`src/design/thread_regfile.sv`:
```
module thread_regfile #(
    parameter int DIM     = 256,
    parameter int THREADS = 5
) (
    input  logic                       clk,
    input  logic                       rst_n,
    input  logic [$clog2(THREADS)-1:0] thread,
    input  logic                       acc_we,
    input  logic [DIM-1:0]             acc_wdata,
    input  logic                       bind_we,
    input  logic [DIM-1:0]             bind_wdata,
    output logic [DIM-1:0]             acc_rdata,
    output logic [DIM-1:0]             bind_rdata
);

    logic [DIM-1:0] acc_q  [THREADS];
    logic [DIM-1:0] bind_q [THREADS];

    // only reset clears these, run keeps them
    always_ff @(posedge clk or negedge rst_n) begin
        if (!rst_n) begin
            for (int t = 0; t < THREADS; t++) begin
                acc_q[t]  <= '0;
                bind_q[t] <= '0;
            end
        end else begin
            if (acc_we) begin
                acc_q[thread] <= acc_wdata;
            end
            if (bind_we) begin
                bind_q[thread] <= bind_wdata;
            end
        end
    end

    // reads see the value before this cycle's write
    assign acc_rdata  = acc_q[thread];
    assign bind_rdata = bind_q[thread];

endmodule

```
`config.mk`:
```
export PLATFORM = sky130hd
export DESIGN_NAME = thread_regfile
export DESIGN_NICKNAME = d
export VERILOG_FILES = /design/src/design/thread_regfile.sv
export SDC_FILE = /design/constraint.sdc
export NUM_CORES = 2
export LEC_CHECK = 0
export BUFFER_PORTS_ARGS = -buffer_cell sky130_fd_sc_hd__buf_2
export CORE_ASPECT_RATIO = 1.4
export CORE_MARGIN = 3
export CORE_UTILIZATION = 50
export DETAILED_ROUTE_END_ITERATION = 10
export PLACE_DENSITY = 0.73
export SYNTH_ARGS = -nofsm -noshare
export SYNTH_HDL_FRONTEND = slang
export SYNTH_SLANG_ARGS = --single-unit
```
`constraint.sdc`:
```
create_clock -name clk -period 5.5 [get_ports clk]
set_clock_uncertainty 0.1 [all_clocks]
set_input_delay 1.1 -clock clk [delete_from_list [all_inputs] [get_ports clk]]
set_output_delay 1.1 -clock clk [all_outputs]
set_load 0.02 [all_outputs]
```
==> metrics.yaml <==
synth:
  synth-main-ff-cell: "dfrtp_1"
  synthAdderAreaFrac: 0
  yosys_warnings: 0
  async_flop_share: 1.00
  ys_ff_latch: 2560
  seq_area_frac_synth: 0.557
  syn_avg_cell_area_um2: 14.2
  yosysTopAreaCellShare: 0.557
  synthTopCellsByCount: "2560 x dfrtp_1, 1896 x mux2_2, 757 x mux2i_1, 664 x mux2_1, 471 x o21ai_0"
  synth_most_common_cell: "dfrtp_1"
  synth_area_um2: 115000
  yosys.area_share.simple: 0.00116
  muxShareOfSynthArea: 0.316
  synth_area_leader_cell: "dfrtp_1"
  synth_xor_area_frac: 0
  mappedNetlistNets: 8603
  syn_inst: 8084
  synth_edf_count: 0
  ys_types: 29
  synthTopCellsByArea: "dfrtp_1 56%, mux2_2 19%, mux2i_1 6.6%"
  synth_compound_area_frac: 0.0945
  synth_top_family_by_area: "multiplexers"
setup_path:
  r2r-end: "acc_q[765]"
  worstSetupPathType: "input pin to output pin"
  ff2ff_path_depth: 1
  cp.depth: 8
  worst_setup_path_end_kind: "output pin"
  worstSetupStartpointType: "input pin"
  worstPathCellList: "buf_8 -> buf_12 -> buf_12 -> buf_4 -> mux2i_1 -> a2bb2oi_1 -> o21ai_0 -> buf_2"
  critical_path_buf_inv_count: 5
  worstPathRequired_ns: 4.30
  endpoint: "bind_rdata[52]"
  cp_max_fo: 39
  max_stage_delay_ns: 0.53
  rr_startpoint: "acc_q[765]"
  cp_common_cell: "buf_12"
  crit_start: "thread[0]"
  cpMaxStageDelayCell: "o21ai_0"
  cp.arrival_ns: 3.44
  ff2ff_setup_slack_ns: 4.55
  cp_top_family: "buffers and inverters"
cts:
  cts_resized: 0
  hold_buffers: 0
  cts.sinks: 2560
  post_cts_buffers: 0
  numCtsBuffers: 244
  cts_root_buffer: "clkbuf_16"
  cts_buffer_depth: 4
  clkLatencyLatePin_ns: 0.89
  cts_tree: "built"
  path_clk_slew_ns: 0.06
  cts-htree-levels: 4
grt:
  grt-ovfl-total: 0
  grt_pass1_wl_um: 495000
  first_global_vias: 78200
  gr-usage-all-layers: 0.272
  grt_max_degree: 183
  antenna_found_initial: 185
sta:
  drv_slew: 0
  period_share: 0.844
  grt_setup_unrepaired: "no"
  fmax_mhz: 215
  setup-violations-final: 0
  hold_violations: 0
  setup_tns_ns: 0
  min_period_ns: 4.64
  setup_ws_ns: 0.858
  slew_headroom: 0.0740
  tightest_slew_ns: 1.39
die:
  start_util: 0.505
  ioPinCount: 1031
  dieArea_um2: 236000
  dieWidth_um: 411
  num_rows: 207
  die_h_um: 574
  core_area_um2: 228000
pwr:
  p_clk_frac: 0.332
  p_leak_nw: 58.0
  ir_drop_mv: 0.331
  p_per_area_nw_per_um2: 396
  internal_power_w: 0.0380
  pwr-share-comb: 0.186
  p_sw_frac: 0.272
  switching_power_w: 0.0142
  power_frac_seq: 0.481
finish:
  fin_cells: 12200
  seq_area_um2: 64100
  drive_gt1_frac: 0.389
  nets: 9430
  num-fill-cells: 18000
  multi_input_area_um2: 47500
  area_delta_synth_final_pct: 14.3
drt:
  viasPerCell: 6.01
  wl_per_cell_um: 26.8
  drt_wl_total_um: 327000
  firstDrtPassIters: 5
  postRouteAntennaNets: 0
  num_vias: 73400
  drt_iter0_markers: 5126
  drcViolationCount: 0
job:
  drv_cap: 0
placed_design:
  pre_cts_ws_ns: 0.855
  hpwl_um: 208000
  gp_congestion: 0.835
  place_inst: 11700
  port_buffers: 1030
min_path:
  min_path_type: "input pin to async pin"
outcome:
  outcome: "completed"
## per-layer routing
layer / global-route usage / wire (µm) / up-vias / share of wire
li1: - / - / 31600 / -
met1: 0.343 / 132000 / 38900 / 0.40
met2: 0.441 / 156000 / 2090 / 0.48
met3: 0.0895 / 28900 / 686 / 0.088
met4: 0.0880 / 9920 / 138 / 0.030
met5: 0 / 888 / - / 0.0027
## area by class of cell
type                            instances  area share
Sequential cell                      2560       0.487
Multi-Input combinational cell       4873       0.361
Timing Repair Buffer                 1232      0.0589
Clock buffer                          346      0.0540
Tap cell                             3030      0.0288
Clock inverter                         89     0.00868
Antenna cell                           85     0.00162
## sequential cells by signal, indices dropped and copies added, names as in the netlist
register,cells
bind_q,1280
acc_q,1280
## cell families after synthesis
kind of cell	count (synthesis)
buf+inv	651
flops	2560
compound gates	1534
simple gates	22
mux	3317
## per-stage QoR
| stage | power (W) | instance area [µm²] | hold slack [ns] | utilization |
|---|---|---|---|---|
| 3_3_place_gp | 0.0345 | 123000 | 0.366 | 0.540 |
| 6_report | 0.0522 | 132000 | 0.0447 | 0.577 |
| 3_5_place_dp | 0.0352 | 123000 | 0.374 | 0.540 |
| 4_1_cts | 0.0525 | 131000 | 0.135 | 0.576 |
| 2_1_floorplan | 0.0316 | 115000 | 0.357 | - |
| 5_1_grt | 0.0545 | 131000 | 0.0635 | 0.577 |
## placed cells by master (no fill, tap or decap), types with 3 or more instances in the layout
| master | instances |
|---|---|
| a22oi_1 | 267 |
| a2bb2oi_1 | 267 |
| buf_12 | 84 |
| buf_2 | 1026 |
| buf_4 | 119 |
| buf_8 | 3 |
| bufinv_16 | 24 |
| clkbuf_1 | 43 |
| clkbuf_16 | 246 |
| clkbuf_8 | 57 |
| clkinv_2 | 51 |
| clkinv_4 | 4 |
| clkinvlp_4 | 5 |
| dfrtp_1 | 2560 |
| diode_2 | 85 |
| mux2_1 | 664 |
| mux2_2 | 1896 |
| mux2i_1 | 757 |
| nand2b_1 | 4 |
| nor2_4 | 6 |
| o21a_1 | 243 |
| o21ai_0 | 471 |
| o21ai_1 | 39 |
| o2bb2ai_1 | 243 |
## worst min path at each step
| stage | to | start | slack (ns) | depth (start not counted) |
|---|---|---|---|---|
| after floorplan | bind_q[533] | bind_q[533] | 0.36 | 1 |
| after global placement | bind_q[1237] | bind_q[1237] | 0.37 | 1 |
| final | acc_q[768] | rst_n | 0.04 | 1 |
| after global routing | acc_q[768] | rst_n | 0.06 | 1 |
| after CTS | acc_q[768] | rst_n | 0.13 | 1 |
| after detailed placement | bind_q[538] | bind_q[538] | 0.37 | 1 |
## power groups by stage
stage / Combinational, W / Clock (W) / Sequential (W)
global route: 0.0106 / 0.0184 / 0.0256
CTS: 0.00979 / 0.0176 / 0.0251
finish: 0.00972 / 0.0173 / 0.0251
detailed placement: 0.00974 / 0 / 0.0254
global placement: 0.00937 / 0 / 0.0251
floorplan: 0.00684 / 0 / 0.0247
Note: power is estimated with default switching activity, not from simulation.
