===== config.mk =====
export PLATFORM = sky130hd
export DESIGN_NAME = hv_alu
export DESIGN_NICKNAME = d
export VERILOG_FILES = /design/src/design/hdc_pkg.sv /design/src/design/hv_alu.sv
export SDC_FILE = /design/constraint.sdc
export NUM_CORES = 2
export LEC_CHECK = 0
export CORE_AREA = 2 2 606 608
export CTS_BUF_LIST = sky130_fd_sc_hd__clkbuf_8
export DETAILED_ROUTE_END_ITERATION = 16
export DIE_AREA = 0 0 608 610
export DONT_BUFFER_PORTS = 1
export MAX_ROUTING_LAYER = met4
export PLACE_DENSITY = 0.3
export SLEW_MARGIN = 5
export SYNTH_ARGS = -nofsm -noshare
export SYNTH_HDL_FRONTEND = slang
export SYNTH_SLANG_ARGS = --single-unit

===== constraint.sdc =====
create_clock -name clk -period 9.4 [get_ports clk]
set_clock_uncertainty 0.1 [all_clocks]
set_input_delay 0.47 -clock clk [delete_from_list [all_inputs] [get_ports clk]]
set_output_delay 0.47 -clock clk [all_outputs]
set_load 0.01 [all_outputs]

===== src/design/hdc_pkg.sv =====
package hdc_pkg;

    localparam int INSTR_W     = 16;
    localparam int CHUNK_W     = 32;
    localparam int ITEM_ADDR_W = 9;
    localparam int ITEM_DEPTH  = 512;
    localparam int ROT_W       = 8;

    // load form, bit 15 set
    typedef struct packed {
        logic                   is_load;
        logic                   spare_hi;
        logic                   wr_acc;
        logic [3:0]             spare_lo;
        logic [ITEM_ADDR_W-1:0] item_addr;
    } load_fields_t;

    // operation form, bit 15 clear
    typedef struct packed {
        logic             is_load;
        logic             use_perm;
        logic             wr_acc;
        logic             store;
        logic             wr_bind;
        logic [1:0]       spare;
        logic             last;
        logic [ROT_W-1:0] rot_amt;
    } op_fields_t;

    typedef union packed {
        load_fields_t load;
        op_fields_t   op;
    } instr_t;

    // decoded command held for the execute stage
    typedef struct packed {
        logic             valid;
        logic             is_load;
        logic             use_perm;
        logic             wr_acc;
        logic             wr_bind;
        logic             store;
        logic             last;
        logic [ROT_W-1:0] rot_amt;
    } exec_ctrl_t;

    typedef struct packed {
        logic                   en;
        logic [ITEM_ADDR_W-1:0] addr;
    } item_wr_t;

endpackage


===== src/design/hv_alu.sv =====
module hv_alu #(
    parameter int DIM = 256
) (
    input  logic                clk,
    input  logic                rst_n,
    input  logic                run,
    input  hdc_pkg::exec_ctrl_t ex_ctrl,
    input  logic [DIM-1:0]      item_rdata,
    input  logic [DIM-1:0]      acc_rdata,
    input  logic [DIM-1:0]      bind_rdata,
    output logic                acc_we,
    output logic [DIM-1:0]      acc_wdata,
    output logic                bind_we,
    output logic [DIM-1:0]      bind_wdata,
    output logic                result_valid,
    output logic [DIM-1:0]      result,
    output logic                last
);
    import hdc_pkg::*;

    logic [ROT_W-1:0] shamt;
    logic [2*DIM-1:0] acc_dbl;
    logic [DIM-1:0]   operand;
    logic [DIM-1:0]   result_q;

    // rotate left, amount taken modulo DIM
    assign shamt   = ROT_W'(ex_ctrl.rot_amt % DIM);
    assign acc_dbl = {acc_rdata, acc_rdata} << shamt;
    assign operand = ex_ctrl.use_perm ? acc_dbl[2*DIM-1 -: DIM] : acc_rdata;

    assign bind_we    = ex_ctrl.valid && ex_ctrl.wr_bind;
    assign bind_wdata = operand;

    // load path or XOR-bind with the old bind value
    assign acc_we    = ex_ctrl.valid && ex_ctrl.wr_acc;
    assign acc_wdata = ex_ctrl.is_load ? item_rdata : (bind_rdata ^ operand);

    always_ff @(posedge clk or negedge rst_n) begin
        if (!rst_n) begin
            result_valid <= 1'b0;
            last         <= 1'b0;
        end else if (!run) begin
            result_valid <= 1'b0;
            last         <= 1'b0;
        end else begin
            result_valid <= ex_ctrl.valid && ex_ctrl.store;
            // store wins over last
            last         <= ex_ctrl.valid && ex_ctrl.last && !ex_ctrl.store;
        end
    end

    always_ff @(posedge clk) begin
        if (ex_ctrl.valid && ex_ctrl.store) begin
            result_q <= operand;
        end
    end

    assign result = result_valid ? result_q : '0;

endmodule


==> flow_summary_export.csv <==
group,metric,value,unit
synth,yosys_warnings,0,
timing,period_share,0.612,
critical_path,max_stage_delay,0.93,ns
timing,holdWs,0.00287,ns
clock_network,cts.sinks,258,
clock_network,cts_tree,"built",
die,coreArea,0.364,sq mm
pwr,p_int,0.00389,W
clock_network,clk_pin_slew_worst_paths,0.05,ns
synth,async_reset_ff_frac,0.00775,
synth,synthCells,3195,
global_routing,grt_usage,0.255,
synth,synthTopCellsByCount,"768 x mux4_2, 273 x clkbuf_1, 259 x and2_1",
final_layout,area_delta_synth_final,29.5,%
timing,finalHoldViolCount,0,
clock_network,htreeDepth,3,
pwr,p_leak,14.8,nW
timing,rsz0062_at_grt,"no",
critical_path,crit_chain,"mux4_2 -> mux4_2 -> mux4_2 -> mux2i_1 -> o221ai_2 -> buf_4 -> xnor2_1 -> o21ai_1",
critical_path,path_common_cell,"mux4_2",
placed_design,hpwlAfterDp,387,mm
route,first_pass_iters,7,
critical_path,arrival,5.18,ns
run,cap_violations,0,
global_routing,grt_max_degree,513,
route,wl,479,mm
clock_network,postCtsSetupBuffers,0,
synth,synthDistinctLibCells,20,
timing,fmax,174,MHz
synth,synthMuxAreaShare,0.506,
timing,min_period,5.75,ns
critical_path,endpoint_kind,"output pin",
placed_design,gp_congestion,1.03,
route,vias,40863,
final_layout,nNetsFinal,4075,
synth,synthFlopType,"edfxtp_1",
die,ios,1558,
timing,worst_slack,3.65,ns
die,die_w,608,um
clock_network,clk_path_buf_depth,4,
clock_network,cts_inserted_buffers,73,
timing,slew_violations,290,
die,rows,222,
status,run_status,"finished with violations",
synth,synth_top_family_by_area,"multiplexers",
final_layout,seqCellArea,0.00774,sq mm
synth,synth_area_leaders,"mux4_2 44%, edfxtp_1 19%, mux2i_1 6.1%",
critical_path,critPathKind,"input port to output pin",
synth,synth-xor-area-share,0.0568,
critical_path,required,8.83,ns
final_layout,final_layout_size_suffix_gt1_frac,0.379,
timing,setup_viol,0,
pwr,combPwrFrac,0.600,
route,drc,0,
placed_design,place.port_buffers,0,
synth,netlist_area,0.0395,sq mm
final_layout,num-fill-cells,40868,
min_path,min_path_type,"input port to flop",
pwr,pwr-share-clk,0.216,
final_layout,multi_input_area,0.0313,sq mm
pwr,ir_drop,0.123,mV
die,die-area,0.371,sq mm
route,drtIter0Drc,6308,
pwr,total_power,0.00805,W
pwr,switching_share,0.517,
critical_path,critPathBufInv,1,
critical_path,cp_slowest_cell,"mux2i_1",
critical_path,startpoint_type,"input port",
timing,final.setup.tns,0,ns
synth,avgSynthCellArea,12.4,sq um
placed_design,dp_slack,3.47,ns
global_routing,grt_overflow,0,
global_routing,grt_pass1_wl,568,mm
synth,synth-compound-area-share,0.0937,
die,dieHeight,610,um
clock_network,cts_resized,0,
synth,yosysTopAreaCell,"mux4_2",
status,violations,"max-slew violations",
synth,synth_top_area_frac,0.438,
synth,yosysSeqAreaShare,0.196,
pwr,p_per_area,158,mW/mm^2
die,start_util,0.108,
route,drtAntennaViolNets,0,
global_routing,antenna_found_initial,225,
timing,worstMarginPinSlew,2.26,ns
critical_path,cp_max_fo,256,
clock_network,cts_root_buf,"clkbuf_8",
global_routing,grt_pass1_vias,36214,
synth,synth_fa_ha_area_frac,0,
route,wl_per_cell,55.9,um
timing,max-slew-margin-rel,-0.510,
synth,synthSimpleGateAreaFrac,0.107,
pwr,pwr-share-seq,0.183,
critical_path,cp_top_family,"multiplexers",
route,vias_per_cell,4.77,
pwr,p_sw,0.00416,W
synth,synth_edf_count,256,
clock_network,cts_hold_buffers,220,
synth,synth_fp_nets,3981,
synth,ys_ff_latch,258,
synth,synth.most_common_cell,"mux4_2",
-- power groups by stage --
| stage | registers, W | logic [W] | clock network (W) |
|---|---|---|---|
| 6_report | 0.00148 | 0.00483 | 0.00174 |
| 4_1_cts | 0.00147 | 0.00471 | 0.00184 |
| 3_5_place_dp | 0.00149 | 0.00454 | 0 |
| 5_1_grt | 0.00148 | 0.00478 | 0.00186 |
| 2_1_floorplan | 0.00146 | 0.00225 | 0 |
| 3_3_place_gp | 0.00150 | 0.00458 | 0 |
-- state kept, by name, summed over array words and instances (netlist names) --
register / flops
result_valid: 1
result_q: 256
last: 1
-- placed cells by master, fill, tap and decap left out, types with 50 or more instances in the layout --
cell type	count
o221ai_2	205
nand2_1	256
mux2i_1	236
xnor2_1	256
buf_4	163
edfxtp_1	256
o221ai_1	50
nand2b_1	256
dlygate4sd3_1	220
and2_1	258
diode_2	420
clkbuf_8	74
mux4_2	768
o21ai_1	256
-- layout make-up --
class | instances | area share
multi-input combinational | 2567 | 0.612
sequential | 258 | 0.151
tap | 4816 | 0.118
timing repair buffer | 388 | 0.0688
antenna | 420 | 0.0206
clock buffer | 74 | 0.0199
clock inverter | 49 | 0.00894
inverter | 1 | 0.000220
-- stage by stage --
step	std cells	utilization	cell area [sq um]
global placement	7809	0.127	46300
detailed placement	7809	0.127	46400
floorplan	3195	-	39500
finish	8573	0.140	51100
CTS	8152	0.137	50000
global route	8348	0.139	50500
-- final timing paths --
path	slack (ns)	endpoint	startpoint	depth (start not counted)
worst min-delay path	0.003	result_q[154]	acc_rdata[154]	2
min in group asynchronous	0.31	result_valid	rst_n	2
worst max-delay path	3.65	acc_wdata[130]	ex_ctrl[0]	8
max in group asynchronous	8.66	result_valid	rst_n	2
-- cells by family after synthesis --
| logic type | Yosys count |
|---|---|
| xor gates and xnor gates | 256 |
| buffers and inverters | 370 |
| and+or+nand+nor | 775 |
| DFF | 258 |
| AOI/OAI and AO/OA | 512 |
| muxes | 1024 |
-- per-layer routing --
metal,up-vias,part of all wire,GRT usage
met3,872,0.12,0.114
met1,22018,0.38,0.291
li1,13937,-,-
met5,-,0,-
met4,0,0.065,0.132
met2,4036,0.43,0.374
No activity file was read; power rests on OpenSTA's default activity.
