==> config.mk <==
export PLATFORM = sky130hd
export DESIGN_NAME = hdc_ctrl
export DESIGN_NICKNAME = d
export VERILOG_FILES = /design/src/design/hdc_pkg.sv /design/src/design/hdc_ctrl.sv
export SDC_FILE = /design/constraint.sdc
export NUM_CORES = 1
export LEC_CHECK = 0
export ABC_AREA = 1
export ABC_CLOCK_PERIOD_IN_PS = 1300
export BUFFER_PORTS_ARGS = -buffer_cell sky130_fd_sc_hd__buf_2
export CAP_MARGIN = 10
export CORE_MARGIN = 5
export CORE_UTILIZATION = 35
export DETAILED_ROUTE_END_ITERATION = 10
export PLACE_DENSITY_LB_ADDON = 0.05
export SLEW_MARGIN = 10
export SYNTH_ARGS = -nofsm -noshare
export SYNTH_HDL_FRONTEND = slang
export SYNTH_SLANG_ARGS = --single-unit
==> constraint.sdc <==
create_clock -name clk -period 1.3 [get_ports clk]
set_input_delay 0.13 -clock clk [delete_from_list [all_inputs] [get_ports clk]]
set_output_delay 0.13 -clock clk [all_outputs]
set_load 0.02 [all_outputs]
==> src/design/hdc_pkg.sv <==
package hdc_pkg;

    localparam int INSTR_W     = 16;
    localparam int CHUNK_W     = 32;
    localparam int ITEM_ADDR_W = 9;
    localparam int ITEM_DEPTH  = 512;
    localparam int ROT_W       = 8;

    // load form, bit 15 set
    typedef struct packed {
        logic                   is_load;
        logic                   spare_hi;
        logic                   wr_acc;
        logic [3:0]             spare_lo;
        logic [ITEM_ADDR_W-1:0] item_addr;
    } load_fields_t;

    // operation form, bit 15 clear
    typedef struct packed {
        logic             is_load;
        logic             use_perm;
        logic             wr_acc;
        logic             store;
        logic             wr_bind;
        logic [1:0]       spare;
        logic             last;
        logic [ROT_W-1:0] rot_amt;
    } op_fields_t;

    typedef union packed {
        load_fields_t load;
        op_fields_t   op;
    } instr_t;

    // decoded command held for the execute stage
    typedef struct packed {
        logic             valid;
        logic             is_load;
        logic             use_perm;
        logic             wr_acc;
        logic             wr_bind;
        logic             store;
        logic             last;
        logic [ROT_W-1:0] rot_amt;
    } exec_ctrl_t;

    typedef struct packed {
        logic                   en;
        logic [ITEM_ADDR_W-1:0] addr;
    } item_wr_t;

endpackage

==> src/design/hdc_ctrl.sv <==
module hdc_ctrl #(
    parameter int THREADS = 5
) (
    input  logic                       clk,
    input  logic                       rst_n,
    input  logic                       run,
    input  logic                       instr_valid,
    input  hdc_pkg::instr_t            instr,
    output hdc_pkg::exec_ctrl_t        ex_ctrl,
    output logic [$clog2(THREADS)-1:0] ex_thread
);
    import hdc_pkg::*;

    localparam int TW = $clog2(THREADS);

    exec_ctrl_t    dec;
    logic [TW-1:0] thread_ptr;
    logic [TW-1:0] thread_nxt;

    // same word read through either view of the union
    always_comb begin
        dec = '0;
        if (instr_valid) begin
            dec.valid = 1'b1;
            if (instr.load.is_load) begin
                dec.is_load = 1'b1;
                dec.wr_acc  = instr.load.wr_acc;
            end else begin
                dec.use_perm = instr.op.use_perm;
                dec.wr_acc   = instr.op.wr_acc;
                dec.wr_bind  = instr.op.wr_bind;
                dec.store    = instr.op.store;
                dec.last     = instr.op.last;
                dec.rot_amt  = instr.op.rot_amt;
            end
        end
    end

    // round robin over the threads
    always_comb begin
        if (thread_ptr == TW'(THREADS - 1)) begin
            thread_nxt = '0;
        end else begin
            thread_nxt = thread_ptr + 1'b1;
        end
    end

    always_ff @(posedge clk or negedge rst_n) begin
        if (!rst_n) begin
            thread_ptr <= '0;
            ex_ctrl    <= '0;
            ex_thread  <= '0;
        end else if (!run) begin
            // pointer restarts at thread 0 on the next run
            thread_ptr <= '0;
            ex_ctrl    <= '0;
        end else begin
            ex_ctrl <= dec;
            if (instr_valid) begin
                ex_thread  <= thread_ptr;
                thread_ptr <= thread_nxt;
            end
        end
    end

endmodule

==> out/qor.yml, run 1 <==
syn2layout_area_growth_pct: 28.4
worst_pin_slew_ns: 0.453
max_stage_delay_ns: 0.38
hold_end: "ex_ctrl[1]"
drc: 0
critPathSlowestCell: "dfrtp_1"
clock_latency_ns: 0.29
synth_top_area_share_pct: 63.1
power.density_nw_per_um2: 1070
hold_viol: 0
wl_per_cell_um: 9.28
netlist_instances: 82
diodes: 0
tritoncts_num_sinks: 21
relSlewSlack_pct: 69.8
setup-tns-final_ns: 0
route.met2.wl_um: 623
critPathTopFamily: "flip-flops"
gr-usage-all-layers_pct: 8.84
syn_avg_cell_area_um2: 10.2
crit_top_cell: "nand2_1"
drv_slew: 0
grt-ovfl-total: 0
max_freq_mhz: 979
r2r_slack_ns: 0.28
syn_nets: 104
antenna_found_initial: 0
boundaryPins: 38
dr_total_vias: 582
cp-end-kind: "flip-flop"
dp_hpwl_mm: 1.09
drive_gt1_share_pct: 43.0
reg2regPathDepth: 7
clk_path_buf_depth: 2
rows: 17
drv_cap: 0
synthDistinctLibCells: 11
cts_inserted_buffers: 3
core-area_um2: 2230
rsz0062_at_grt: "no"
finalPower_uw: 1140
nNetsFinal: 144
ys_seq_area_share_pct: 63.1
r2r_end: "thread_ptr[2]"
dpl_worst_slack_ns: 0.303
postCtsSetupBuffers: 0
chipWidth_um: 58.8
portBuffers: 35
whs_path_depth: 3
yosysTopAreaCell: "dfrtp_1"
timing.final.ws_setup_ns: 0.279
ir_drop_mv: 0.649
via_per_inst: 3.91
ant_nets: 0
dr.pass1.iters: 2
ys_ff_latch: 21
fin_skew_ns: 0.00546
min_from: "instr[1]"
critPathArrivalTime_ns: 1.26
worstSetupPathType: "flip-flop to flip-flop"
yosys_warnings: 0
clockRootBuffer: "clkbuf_4"
cts_tree: "done"
met1_length_um: 578
cts_htree_levels: 1
grt_start_max_net_pins: 22
r2r_start: "thread_ptr[0]"
synth.cell_area_um2: 833
initial_utilization_pct: 37.3
path_cells: "inv_1 > ha_1 > nand2_1 > inv_1 > nor2_1 > nand2_1 > nand2_1"
min_path_type: "input port to flip-flop"
yosys-top-cells-area: "dfrtp_1, inv_1, nand2_1"
clk_pin_slew_worst_paths_ns: 0.12
gp_congestion: 0.680
first_global_vias: 557
crit_required_ns: 1.54
drt_iter0_markers: 7
critPathBufInv: 2
highest_layer: "met4"
fin_crit_ns: 1.02
cts-hold-fix-buffers: 1
worst_setup_path_start_kind: "flip-flop"
finalSetupViolCount: 0
die_y_um: 58.8
grt_pass1_wl_mm: 2.30
status: "complete, no violations"
dieArea_um2: 3460
post_cts.resized_instances: 0
path_max_fanout: 3
p_leak_uw: 0.000676
wl_met3_um: 170
fin_crit_sh_pct: 78.6
wl_mm: 1.38
per-stage QoR:
| step | util [%] | hold slack (ns) | instances | instance area, µm² |
|---|---|---|---|---|
| floorplan | - | -0.166 | 82 | 833 |
| global placement | 46.2 | 0.111 | 144 | 1030 |
| detailed placement | 46.2 | 0.106 | 144 | 1030 |
| CTS | 47.9 | 0.00976 | 149 | 1070 |
| global route | 47.9 | 0.0244 | 149 | 1070 |
| finish | 47.9 | 0.0225 | 149 | 1070 |
power by group:
group          switching, µW  internal [µW]  leakage (µW)
clock network            189            114     0.0000177
logic                   95.4           54.6      0.000373
registers               10.5            679      0.000286
how the worst max path moves through the flow:
stage | depth (start not counted) | to | start
after floorplan | 7 | thread_ptr[0] | thread_ptr[0]
after global placement | 7 | thread_ptr[0] | thread_ptr[0]
after detailed placement | 7 | thread_ptr[0] | thread_ptr[0]
after CTS | 7 | thread_ptr[0] | thread_ptr[0]
after global routing | 7 | thread_ptr[0] | thread_ptr[0]
final | 7 | thread_ptr[2] | thread_ptr[0]
synthesized netlist by cell type:
| master | count |
|---|---|
| dfrtp_1 | 21 |
| inv_1 | 20 |
| nand2_1 | 16 |
| nor2_2 | 9 |
| nor2_1 | 6 |
| o21ai_0 | 3 |
| ha_1 | 2 |
| nand2_4 | 2 |
| buf_6 | 1 |
| inv_6 | 1 |
| nor2_4 | 1 |
flip-flops by register name, indices dropped and copies added, names as in the netlist:
name / flops
ex_thread: 3
ex_ctrl: 15
thread_ptr: 3
area by class of cell:
class,instances,area [µm²]
inverter,21,83.8
clock buffer,3,22.5
tap,28,35.0
sequential,21,526
timing repair buffer,36,185
clock inverter,1,5.00
fill,233,1160
multi-input combinational,39,213
worst register-to-register path: stages, from the launching register on:
cell	delay [ns]
dfrtp_1	0.38
inv_1	0.08
ha_1	0.19
nand2_1	0.06
inv_1	0.03
nor2_1	0.10
nand2_1	0.06
nand2_1	0.06
layer usage:
layer	track usage, %	up-vias
li1	-	306
met1	10.9	252
met2	13.1	22
met3	3.51	2
met4	4.85	0
met5	0	-
layout by cell type, fill, tap and decap left out, drive strengths merged:
master	n
buf	35
o21ai	3
dlygate4sd3	1
dfrtp	21
inv	21
ha	2
clkinv	1
nand2	18
nor2	16
clkbuf	3
kinds of logic (layout without fill, tap and decap cells):
logic type	after synthesis	after routing	share of synthesized area, %
DFF	21	21	63.1
buffers and inverters	22	61	11.4
and+or+nand+nor	34	34	20.7
adders and majority gates	2	2	3.00
AOI/OAI and AO/OA	3	3	1.80
(Power assumes the default switching activity.)
==> run 2, diff against run 1 <==
--- a/config.mk
+++ b/config.mk
@@ -6,7 +6,7 @@
 export NUM_CORES = 1
 export LEC_CHECK = 0
 export ABC_AREA = 1
-export ABC_CLOCK_PERIOD_IN_PS = 1300
+export ABC_CLOCK_PERIOD_IN_PS = 900
 export BUFFER_PORTS_ARGS = -buffer_cell sky130_fd_sc_hd__buf_2
 export CAP_MARGIN = 10
 export CORE_MARGIN = 5
==> constraint.sdc (replaced) <==
create_clock -name clk -period 0.9 [get_ports clk]
set_input_delay 0.09 -clock clk [delete_from_list [all_inputs] [get_ports clk]]
set_output_delay 0.09 -clock clk [all_outputs]
set_load 0.02 [all_outputs]
==> out/qor.yml, run 2 (same netlist as run 1, synthesis figures left out) <==
status: "finished with violations"  # was complete, no violations
violations: "setup timing"
drv_cap: 0  # unchanged
critPathArrivalTime_ns: 1.22  # was 1.26 ns
rows: 17  # unchanged
r2r_end: "thread_ptr[2]"  # unchanged
cts_tree: "done"  # unchanged
wl_mm: 1.70  # was 1.38 mm
boundaryPins: 38  # unchanged
ant_nets: 0  # unchanged
fillers: 198  # was 233
dieArea_um2: 3460  # unchanged
p_leak_uw: 0.000771  # was 0.000676 µW
crit_start: "thread_ptr[1]"  # was thread_ptr[0]
mostFrequentLayoutCell: "dfrtp_1"  # was buf_2
diodes: 0  # unchanged
cts_htree_levels: 1  # unchanged
initial_utilization_pct: 37.3  # unchanged
fin_crit_sh_pct: 108  # was 78.6%
wl_per_cell_um: 10.1  # was 9.28 µm
worstSetupPathType: "flip-flop to flip-flop"  # unchanged
final_cell_mix: "dfrtp_1, buf_6, inv_1, buf_2, nand2_1"  # was buf_2, dfrtp_1, inv_1
reg2regPathDepth: 7  # unchanged
clock_latency_ns: 0.30  # was 0.29 ns
ir_drop_mv: 0.777  # was 0.649 mV
dr_total_vias: 677  # was 582
grt_pass1_wl_mm: 3.12  # was 2.30 mm
regMostFlops: "ex_ctrl"  # unchanged
gr-usage-all-layers_pct: 12.2  # was 8.84%
grt-ovfl-total: 0  # unchanged
hold_viol: 0  # unchanged
portBuffers: 35  # unchanged
cp-end-kind: "flip-flop"  # unchanged
via_per_inst: 4.03  # was 3.91
grt_start_max_net_pins: 22  # unchanged
hold_ws_ns: 0.0317  # was 0.0225 ns
max_freq_mhz: 1020  # was 979 MHz
crit_required_ns: 1.14  # was 1.54 ns
antenna_found_initial: 0  # unchanged
min_path_type: "input port to flip-flop"  # unchanged
timing.final.ws_setup_ns: -0.0756  # was 0.279 ns
setup-tns-final_ns: -0.372  # was 0 ns
nNetsFinal: 163  # was 144
first_global_vias: 708  # was 557
worst_setup_path_start_kind: "flip-flop"  # unchanged
gp_congestion: 0.663  # was 0.680
chipWidth_um: 58.8  # unchanged
drv_slew: 0  # unchanged
max_stage_delay_ns: 0.41  # was 0.38 ns
drt_iter0_markers: 5  # was 7
clk_path_buf_depth: 2  # unchanged
power.density_nw_per_um2: 1300  # was 1070 nW/µm²
dp_hpwl_mm: 1.12  # was 1.09 mm
fin_crit_ns: 0.976  # was 1.02 ns
r2r_start: "thread_ptr[1]"  # was thread_ptr[0]
fin_skew_ns: 0.00653  # was 0.00546 ns
tritoncts_num_sinks: 21  # unchanged
rsz0062_at_grt: "yes"  # was no
drive_gt1_share_pct: 47.9  # was 43.0%
finalPower_uw: 1790  # was 1140 µW
largest_register_ffs: 15  # unchanged
r2r_slack_ns: -0.08  # was 0.28 ns
reg_top3: "ex_ctrl (15), ex_thread (3), thread_ptr (3)"  # unchanged
final-seq-area_um2: 526  # unchanged
cts_inserted_buffers: 3  # unchanged
die_y_um: 58.8  # unchanged
finalSetupViolCount: 20  # was 0
clockRootBuffer: "clkbuf_4"  # unchanged
clk_pin_slew_worst_paths_ns: 0.12  # about the same
drc: 0  # unchanged
critPathSlowestCell: "dfrtp_1"  # unchanged
cp-endpoint: "thread_ptr[2]"  # unchanged
worst_pin_slew_ns: 0.451  # was 0.453 ns
multiInputGateArea_um2: 235  # was 213 µm²
core-area_um2: 2230  # unchanged
final_util_pct: 61.7  # was 47.9%
syn2layout_area_growth_pct: 65.3  # was 28.4%
path_max_fanout: 3  # unchanged
relSlewSlack_pct: 69.9  # was 69.8%
path_cells: "inv_2 > ha_4 > nand2_2 > inv_2 > nor2_2 > nand2_1 > nand2_1"  # was inv_1 > ha_1 > nand2_1 > inv_1 > nor2_1 > nand2_1 > nand2_1
min_from: "instr[2]"  # was instr[1]
dr.pass1.iters: 2  # unchanged
[run 2: cell count changes in the layout (fill, tap and decap cells not counted), sizes merged]
cell,delta
dlygate4sd3,+12
buf,+7
[run 2: power by group]
group	switching [µW]	leakage [µW]	total, µW	internal (µW)
sequential	23.5	0.000286	1000	981
clock	276	0.0000177	442	165
combinational	159	0.000468	345	186
[run 2: worst min path at each step]
stage	slack [ns]	cells after the start	end
floorplan	-0.21	0	ex_ctrl[0]
global placement	0.07	1	ex_thread[2]
detailed placement	0.07	1	ex_thread[2]
CTS	0.02	3	ex_ctrl[2]
global route	0.01	3	ex_ctrl[2]
finish	0.03	3	ex_ctrl[2]
[run 2: layout make-up]
type	count	share of cell area (%)
Clock buffer	3	1.63
Multi-Input combinational cell	39	17.1
Sequential cell	21	38.1
Tap cell	28	2.54
Timing Repair Buffer	55	34.2
Inverter	21	6.09
Clock inverter	1	0.363
[run 2: metal layers]
layer / wire (µm) / GRT usage, % / vias up
met1: 587 / 12.2 / 307
met4: 13 / 5.83 / 0
li1: - / - / 346
met2: 911 / 21.9 / 22
met3: 183 / 4.82 / 2
met5: 0 / 0 / -
[run 2: critical path: cells and delay by family (launching register included)]
family,cells,cell delay [ns]
flip-flops,1,0.41
AND/OR/NAND/NOR,4,0.26
adder cells (fa/ha/maj),1,0.15
buffers and inverters,2,0.09
[run 2: what timing repair did]
item,in CTS,in global routing
endpoints found under the hold margin,33,0
hold buffers,13,0
buffers inserted,4,1
gates resized for setup,36,5
cloned,0,0
setup endpoints to repair,21,22
pin swaps,4,4
[run 2: metrics by stage]
stage / instances / cell area, µm² / setup slack, ns
2_1_floorplan: 82 / 846 / -0.0141
4_1_cts: 167 / 1360 / -0.0859
3_3_place_gp: 146 / 1060 / -0.0599
6_report: 168 / 1380 / -0.0756
5_1_grt: 168 / 1380 / -0.133
3_5_place_dp: 146 / 1060 / -0.0769
